==> config.mk <==
export PLATFORM = sky130hd
export DESIGN_NAME = safe_domain
export DESIGN_NICKNAME = d
export VERILOG_FILES = /design/src/common/clk_rst_pkg.sv /design/src/common/pad_pkg.sv /design/src/pad_control/pad_control.sv /design/src/source/gpio_wake.sv /design/src/source/rst_sync.sv /design/src/source/safe_domain.sv /design/src/source/slow_clk_gen.sv
export SDC_FILE = /design/constraint.sdc
export NUM_CORES = 1
export LEC_CHECK = 0
export ABC_AREA = 1
export BUFFER_PORTS_ARGS = -buffer_cell sky130_fd_sc_hd__buf_2
export CORE_AREA = 2 2 172 174
export CTS_BUF_LIST = sky130_fd_sc_hd__clkbuf_8
export DETAILED_ROUTE_END_ITERATION = 8
export DIE_AREA = 0 0 174 176
export SLEW_MARGIN = 10
export SYNTH_ARGS = -nofsm -noshare
export SYNTH_HDL_FRONTEND = slang
export SYNTH_HIERARCHICAL = 1
export SYNTH_SLANG_ARGS = --single-unit
==> constraint.sdc <==
create_clock -name ref_clk_i -period 2 [get_ports ref_clk_i]
set_input_delay 0.4 -clock ref_clk_i [delete_from_list [all_inputs] [get_ports ref_clk_i]]
set_output_delay 0.4 -clock ref_clk_i [all_outputs]
set_load 0.01 [all_outputs]
==> src/common/clk_rst_pkg.sv <==
// clock and reset definitions
// synchronizer depth and clock divider counter type

package clk_rst_pkg;

  // ********************
  // synchronizers
  // ********************

  // flop count of every synchronizer chain
  // two stages, enough for the reference clock rate
  localparam int unsigned SYNC_STAGES = 2;

  // ********************
  // clock divider
  // ********************

  // half-period counter of the slow clock divider
  // covers division ratios up to 256
  typedef logic [7:0] div_cnt_t;

endpackage

==> src/common/pad_pkg.sv <==
// pad multiplexing definitions
// routing codes for the pad users and the pad configuration word

package pad_pkg;

  // ********************
  // pad function select
  // ********************

  // 2-bit select per pad
  typedef logic [1:0] padmux_t;

  // pad owned by the gpio block
  localparam padmux_t PADMUX_GPIO   = 2'd0;
  // pad owned by the peripheral io
  localparam padmux_t PADMUX_PERIO  = 2'd1;
  // pad owned by the fpga-side io
  localparam padmux_t PADMUX_FPGAIO = 2'd2;
  // pad parked, nothing driven or read
  localparam padmux_t PADMUX_OFF    = 2'd3;

  // ********************
  // pad electrical config
  // ********************

  // pull, drive strength and slew bits, passed through to the pad cell
  typedef logic [5:0] padcfg_t;

  // pad count used unless the top level says otherwise
  localparam int unsigned N_IO_DEFAULT = 16;

endpackage

==> src/pad_control/pad_control.sv <==
// pad control
// routes each pad to the gpio, peripheral or fpga-side user, or parks it

`timescale 1ns/1ns

module pad_control #(
  parameter int unsigned N_IO = pad_pkg::N_IO_DEFAULT
) (
  // per-pad function select and config
  input  pad_pkg::padmux_t [N_IO-1:0] pad_mux_i,
  input  pad_pkg::padcfg_t [N_IO-1:0] pad_cfg_i,
  output pad_pkg::padcfg_t [N_IO-1:0] pad_cfg_o,

  // pad side
  input  logic [N_IO-1:0] io_in_i,
  output logic [N_IO-1:0] io_out_o,
  output logic [N_IO-1:0] io_oe_o,

  // gpio user
  input  logic [N_IO-1:0] gpio_out_i,
  input  logic [N_IO-1:0] gpio_oe_i,
  output logic [N_IO-1:0] gpio_in_o,

  // peripheral user
  input  logic [N_IO-1:0] perio_out_i,
  input  logic [N_IO-1:0] perio_oe_i,
  output logic [N_IO-1:0] perio_in_o,

  // fpga-side user
  input  logic [N_IO-1:0] fpgaio_out_i,
  input  logic [N_IO-1:0] fpgaio_oe_i,
  output logic [N_IO-1:0] fpgaio_in_o
);

  // ********************
  // per-pad routing
  // ********************

  for (genvar k = 0; k < N_IO; k++) begin : gen_pad
    // selected output and enable
    logic out_sel;
    logic oe_sel;
    // input fanned back to one user only
    logic gpio_in_sel;
    logic perio_in_sel;
    logic fpgaio_in_sel;
    // pad not parked
    logic pad_used;

    always_comb begin
      // parked values, overridden by the owning user
      out_sel       = 1'b0;
      oe_sel        = 1'b0;
      gpio_in_sel   = 1'b0;
      perio_in_sel  = 1'b0;
      fpgaio_in_sel = 1'b0;
      case (pad_mux_i[k])
        pad_pkg::PADMUX_GPIO: begin
          out_sel     = gpio_out_i[k];
          oe_sel      = gpio_oe_i[k];
          gpio_in_sel = io_in_i[k];
        end
        pad_pkg::PADMUX_PERIO: begin
          out_sel      = perio_out_i[k];
          oe_sel       = perio_oe_i[k];
          perio_in_sel = io_in_i[k];
        end
        pad_pkg::PADMUX_FPGAIO: begin
          out_sel       = fpgaio_out_i[k];
          oe_sel        = fpgaio_oe_i[k];
          fpgaio_in_sel = io_in_i[k];
        end
        default: begin
          // PADMUX_OFF, driver off and every user reads 0
          out_sel = 1'b0;
          oe_sel  = 1'b0;
        end
      endcase
    end

    assign pad_used = (pad_mux_i[k] != pad_pkg::PADMUX_OFF);

    // pad side
    assign io_out_o[k] = out_sel;
    assign io_oe_o[k]  = oe_sel;

    // user side
    assign gpio_in_o[k]   = gpio_in_sel;
    assign perio_in_o[k]  = perio_in_sel;
    assign fpgaio_in_o[k] = fpgaio_in_sel;

    // config word zeroed on parked pads
    assign pad_cfg_o[k] = pad_used ? pad_cfg_i[k] : '0;
  end

endmodule

==> src/source/gpio_wake.sv <==
// gpio wake-up detector
// sticky flag set by a rising edge on an enabled gpio input

`timescale 1ns/1ns

module gpio_wake #(
  parameter int unsigned N_IO = pad_pkg::N_IO_DEFAULT
) (
  input  logic            ref_clk_i,
  input  logic            rst_n_i,
  // routed gpio inputs, asynchronous to ref_clk_i
  input  logic [N_IO-1:0] gpio_in_i,
  // per-pad wake enable
  input  logic [N_IO-1:0] wake_en_i,
  // clears the flag, wins over a new edge
  input  logic            wake_clr_i,
  output logic            wake_o
);

  // synchronizer stages, index 0 first
  logic [clk_rst_pkg::SYNC_STAGES-1:0][N_IO-1:0] sync_q;
  // previous synchronized value
  logic [N_IO-1:0]                               prev_q;
  // synchronized value, last stage
  logic [N_IO-1:0]                               gpio_sync;
  // enabled rising edges this cycle
  logic [N_IO-1:0]                               rise;
  // sticky wake flag
  logic                                          wake_q;

  // ********************
  // input synchronizer
  // ********************

  always_ff @(posedge ref_clk_i or negedge rst_n_i) begin
    if (!rst_n_i) begin
      sync_q <= '0;
      prev_q <= '0;
    end else begin
      // shift in the raw pad bits
      sync_q <= {sync_q[clk_rst_pkg::SYNC_STAGES-2:0], gpio_in_i};
      // one cycle behind for edge detection
      prev_q <= gpio_sync;
    end
  end

  assign gpio_sync = sync_q[clk_rst_pkg::SYNC_STAGES-1];

  // ********************
  // edge detect and flag
  // ********************

  // low to high, masked per pad
  assign rise = gpio_sync & ~prev_q & wake_en_i;

  always_ff @(posedge ref_clk_i or negedge rst_n_i) begin
    if (!rst_n_i) begin
      wake_q <= 1'b0;
    end else if (wake_clr_i) begin
      // clear first, an edge in the same cycle is dropped
      wake_q <= 1'b0;
    end else if (|rise) begin
      wake_q <= 1'b1;
    end
  end

  assign wake_o = wake_q;

endmodule

==> src/source/rst_sync.sv <==
// reset synchronizer
// asynchronous assert, release aligned to the reference clock

`timescale 1ns/1ns

module rst_sync (
  input  logic ref_clk_i,
  input  logic arst_n_i,
  output logic rst_n_o
);

  // chain of ones shifted in after release
  logic [clk_rst_pkg::SYNC_STAGES-1:0] sync_q;

  // ********************
  // release chain
  // ********************

  always_ff @(posedge ref_clk_i or negedge arst_n_i) begin
    if (!arst_n_i) begin
      // assert at once, no clock needed
      sync_q <= '0;
    end else begin
      // one more stage released per edge
      sync_q <= {sync_q[clk_rst_pkg::SYNC_STAGES-2:0], 1'b1};
    end
  end

  // last stage is the synchronized reset
  // rises at the SYNC_STAGES-th edge after release
  assign rst_n_o = sync_q[clk_rst_pkg::SYNC_STAGES-1];

endmodule

==> src/source/safe_domain.sv <==
// always-on safe domain
// reset sync, slow clock, pad routing and gpio wake-up

`timescale 1ns/1ns

module safe_domain #(
  parameter int unsigned N_IO         = pad_pkg::N_IO_DEFAULT,
  // even, 2 to 256
  parameter int unsigned SLOW_CLK_DIV = 8
) (
  // board clock and reset
  input  logic                        ref_clk_i,
  input  logic                        arst_n_i,
  output logic                        slow_clk_o,
  output logic                        rst_n_o,

  // pad control
  input  pad_pkg::padmux_t [N_IO-1:0] pad_mux_i,
  input  pad_pkg::padcfg_t [N_IO-1:0] pad_cfg_i,
  output pad_pkg::padcfg_t [N_IO-1:0] pad_cfg_o,

  // pads
  input  logic [N_IO-1:0]             io_in_i,
  output logic [N_IO-1:0]             io_out_o,
  output logic [N_IO-1:0]             io_oe_o,

  // gpio user
  input  logic [N_IO-1:0]             gpio_out_i,
  input  logic [N_IO-1:0]             gpio_oe_i,
  output logic [N_IO-1:0]             gpio_in_o,

  // peripheral user
  input  logic [N_IO-1:0]             perio_out_i,
  input  logic [N_IO-1:0]             perio_oe_i,
  output logic [N_IO-1:0]             perio_in_o,

  // fpga-side user
  input  logic [N_IO-1:0]             fpgaio_out_i,
  input  logic [N_IO-1:0]             fpgaio_oe_i,
  output logic [N_IO-1:0]             fpgaio_in_o,

  // wake-up
  input  logic [N_IO-1:0]             wake_en_i,
  input  logic                        wake_clr_i,
  output logic                        wake_o
);

  // reset released on ref_clk_i, used by all flops here
  logic            rst_n_sync;
  // routed gpio inputs, shared by the gpio user and the wake logic
  logic [N_IO-1:0] gpio_in;

  // ********************
  // clock and reset
  // ********************

  rst_sync i_rst_sync (
    .ref_clk_i ( ref_clk_i  ),
    .arst_n_i  ( arst_n_i   ),
    .rst_n_o   ( rst_n_sync )
  );

  slow_clk_gen #(
    .SLOW_CLK_DIV ( SLOW_CLK_DIV )
  ) i_slow_clk_gen (
    .ref_clk_i  ( ref_clk_i  ),
    .rst_n_i    ( rst_n_sync ),
    .slow_clk_o ( slow_clk_o )
  );

  assign rst_n_o = rst_n_sync;

  // ********************
  // pads
  // ********************

  pad_control #(
    .N_IO ( N_IO )
  ) i_pad_control (
    .pad_mux_i    ( pad_mux_i    ),
    .pad_cfg_i    ( pad_cfg_i    ),
    .pad_cfg_o    ( pad_cfg_o    ),
    .io_in_i      ( io_in_i      ),
    .io_out_o     ( io_out_o     ),
    .io_oe_o      ( io_oe_o      ),
    .gpio_out_i   ( gpio_out_i   ),
    .gpio_oe_i    ( gpio_oe_i    ),
    .gpio_in_o    ( gpio_in      ),
    .perio_out_i  ( perio_out_i  ),
    .perio_oe_i   ( perio_oe_i   ),
    .perio_in_o   ( perio_in_o   ),
    .fpgaio_out_i ( fpgaio_out_i ),
    .fpgaio_oe_i  ( fpgaio_oe_i  ),
    .fpgaio_in_o  ( fpgaio_in_o  )
  );

  assign gpio_in_o = gpio_in;

  // ********************
  // wake-up
  // ********************

  gpio_wake #(
    .N_IO ( N_IO )
  ) i_gpio_wake (
    .ref_clk_i  ( ref_clk_i  ),
    .rst_n_i    ( rst_n_sync ),
    .gpio_in_i  ( gpio_in    ),
    .wake_en_i  ( wake_en_i  ),
    .wake_clr_i ( wake_clr_i ),
    .wake_o     ( wake_o     )
  );

endmodule

==> src/source/slow_clk_gen.sv <==
// slow clock generator
// even divider of the reference clock, 50% duty, starts low

`timescale 1ns/1ns

module slow_clk_gen #(
  // division ratio, even, 2 to 256
  parameter int unsigned SLOW_CLK_DIV = 8
) (
  input  logic ref_clk_i,
  input  logic rst_n_i,
  output logic slow_clk_o
);

  // last count value of a half period
  localparam clk_rst_pkg::div_cnt_t HALF_LAST =
    clk_rst_pkg::div_cnt_t'(SLOW_CLK_DIV / 2 - 1);

  // reference edges seen in the current half period
  clk_rst_pkg::div_cnt_t cnt_q;
  // divided clock flop
  logic                  slow_clk_q;
  // end of half period reached
  logic                  half_done;

  assign half_done = (cnt_q == HALF_LAST);

  // ********************
  // half period counter
  // ********************

  always_ff @(posedge ref_clk_i or negedge rst_n_i) begin
    if (!rst_n_i) begin
      cnt_q <= '0;
    end else if (half_done) begin
      // wrap, next half period starts
      cnt_q <= '0;
    end else begin
      cnt_q <= cnt_q + 1'b1;
    end
  end

  // ********************
  // clock toggle
  // ********************

  always_ff @(posedge ref_clk_i or negedge rst_n_i) begin
    if (!rst_n_i) begin
      // low out of reset
      slow_clk_q <= 1'b0;
    end else if (half_done) begin
      // toggle every SLOW_CLK_DIV/2 edges
      slow_clk_q <= ~slow_clk_q;
    end
  end

  // straight from a flop, glitch-free
  assign slow_clk_o = slow_clk_q;

endmodule
==> key figures <==
Setup path
  – Worst r2r dst: i_slow_clk_gen/cnt_q[1]
  – R2R depth: 6
  – Critical-path top delay cell: nor3_1
  – Reg-to-reg startpoint: i_slow_clk_gen/cnt_q[0]
  – Worst Setup End Kind: output pin
  – CP startpoint kind: input pin
  – Crit path required time: 1.60 ns
  – Worst EP arrival: 1.16 ns
  – Worst reg2reg setup slack: 0.85 ns
  – Crit path top cell by count: buf_2
  – Worst Setup SP: pad_mux_i[2]
  – Max incr delay on CP: 0.32 ns
  – Crit path max fanout: 7
  – CP Cell Sequence: buf_2 > inv_1 > nor3_1 > buf_2
  – Kind of critical path: input pin to output pin

Layout
  – Register area: 1510 sq um
  – Multi-input gate area: 1670 sq um
  – Antenna diodes: 0
  – Share of cells above drive strength 1: 42.9%
  – Non-filler cells, final: 1454
  – Utilization after layout: 23.5%
  – Final nets: 1325
  – Synthesis-to-layout area growth: 51.1%
  – Fillers: 3254

Logic synthesis
  – Yosys warns: 6
  – Synth top area cells: dfrtp_1 (34%), inv_1 (15%), buf_4 (13%), nand3_1 (12%), nor2_1 (11%)
  – Top-count cell post-synth: inv_1
  – Most common library cells after synthesis: inv_1 (180), nor2_1 (128), nand3_1 (105)
  – Ys flop type: dfrtp_1
  – Synthesized net count: 954
  – Sequential share of the synthesized area: 33.7%
  – Cell taking the most area after synthesis: dfrtp_1
  – Post-synth EDFFs: 0
  – Cell variety after synth: 17
  – Top-area cell type share of the netlist area: 33.7%
  – Mapped cell area: 4450 sq um
  – Synth Instances: 694
  – Yosys reg bits: 60
  – Ys async rst share: 100%
  – Syn_area_per_cell: 6.41 sq um

Floorplanning
  – Full die area: 30600 sq um
  – Io pins: 438
  – Chip Width: 174 microns
  – Die H: 176 microns
  – Core footprint: 28500 sq um
  – FP Rows: 62
  – Starting density of the core: 15.6%

Global routing
  – First-pass GRT wire length: 25100 microns
  – Largest net degree at the start of global routing: 35
  – GR Util All Layers: 10.3%
  – Initial antenna violation count: 0
  – Vias in the first global route: 5079
  – Grt ovf: 0

Route
  – Initial DRC count: 213
  – M1 WL: 6880 microns
  – TritonRoute pass-1 iters: 4
  – Wire length on met2: 8430 microns
  – Met3 routed WL: 1200 microns
  – WL/cell: 11.5 microns
  – Max Used Layer: met4
  – DRC viols: 0
  – Routed Antenna Nets: 0
  – Via-to-Cell Ratio: 3.65
  – Via count: 5307
  – Final wirelength: 16700 microns

Run
  – Max-cap viol count: 0

Timing
  – RSZ-0062 raised after global routing: no
  – Final period util: 78.1%
  – Post-layout min period: 1.56 ns
  – Fmax: 640 MHz
  – Hold Vio Cnt, Final: 0
  – Worst Skew: 0.0149 ns
  – TNS Setup: 0 ns
  – Setup violations, final: 0
  – Pins Over Slew Limit: 0

Clock tree
  – Root buf cell: clkbuf_8
  – Clock sinks: 60
  – CTS Buffer Depth: 2
  – # Post-CTS Setup Buffers: 0
  – Worst-Skew Late Latency: 0.36 ns
  – Post-CTS Hold Fix Bufs: 1
  – Cts repair resizes: 0
  – CTS tree: yes
  – Clk pin slew, worst setup/hold paths: 0.07 ns
  – TritonCTS Buffers: 9
  – H-tree Lvls: 3

Placed design
  – Buffers added on ports: 437
  – Post-DP HPWL: 14400 microns
  – GP Congestion: 0.825
  – Placed cells: 1437

Outcome
  – Run status: finished, final reports clean

Hold path
  – Worst min path class: flip-flop to async pin

Power and ir drop
  – VDD IR max: 0.000227 V
  – Static power due to leakage: 4.42 nW
  – Pwr per Cell Area: 492 nW/um^2
-- cell usage in the layout, fill, tap and decap left out --
master	instances
and3b_1	1
buf_2	437
buf_4	2
clkbuf_8	10
clkinv_2	3
clkinvlp_4	2
conb_1	1
dfrtp_1	59
dfrtp_4	1
dlygate4sd3_1	1
ha_1	1
inv_1	180
inv_6	1
nand2_1	72
nand2_2	1
nand3_1	105
nand3_2	1
nand3b_1	10
nor2_1	128
nor2_2	1
nor3_1	49
o21ai_0	2
xnor2_1	1
xor2_1	1
-- stage by stage --
stage          hold WS [ns]  cell area (sq um)  setup WS, ns  total power, mW
3_3_place_gp          0.143               6540         0.449             2.30
3_5_place_dp          0.136               6540         0.422             2.31
4_1_cts               0.139               6720         0.423             3.41
6_report              0.127               6720         0.437             3.31
5_1_grt               0.146               6720         0.385             3.55
2_1_floorplan         0.104               4450         0.569             1.84
-- registers in the layout (all words and copies together) (netlist names) --
register / count
i_gpio_wake/gpio_sync: 16
i_gpio_wake/prev_q: 16
i_gpio_wake/sync_q: 16
i_slow_clk_gen/cnt_q: 8
i_rst_sync/sync_q: 2
i_gpio_wake/wake_o: 1
i_slow_clk_gen/slow_clk_o: 1
-- worst max-delay path, delay by kind of cell --
kind,cells,cell delay (ns)
simple gates,1,0.32
buf+inv,3,0.45
-- worst max path at each step --
stage,to,slack [ns],cells after the start
final,perio_in_o[1],0.44,4
after global routing,perio_in_o[1],0.39,4
after CTS,perio_in_o[1],0.42,4
after detailed placement,perio_in_o[1],0.42,4
after global placement,perio_in_o[1],0.45,4
after floorplan,rst_n_o,0.57,0
-- logic make-up after synthesis --
logic type / after synthesis / synth area share, %
DFF: 60 / 33.7
AOI/OAI and AO/OA: 2 / 0.225
other: 1 / 0.0843
and+or+nand+nor: 368 / 36.6
adders and majority gates: 1 / 0.281
xor gates and xnor gates: 2 / 0.394
buffers and inverters: 260 / 28.7
-- where the power goes --
part	switching [mW]	internal [mW]	total, mW
Combinational	0.556	0.447	1.00
Clock	0.549	0.481	1.03
Sequential	0.0198	1.25	1.27
Total	1.13	2.18	3.31
-- cell type report --
cell class	instances	area share, %
repair buffers	440	32.9
clock buffers	10	2.05
inverters	180	10.1
flip-flops and latches	60	22.4
well taps	384	7.15
clock inverters	6	0.577
multi-input cells	374	24.9
-- per-layer routing --
metal | GRT usage (%) | vias to the layer above
met4 | 2.63 | 0
met3 | 2.82 | 14
met2 | 18.5 | 233
li1 | - | 2743
met5 | 0 | -
met1 | 12.0 | 2317
Power figures use the tool's default switching activity.
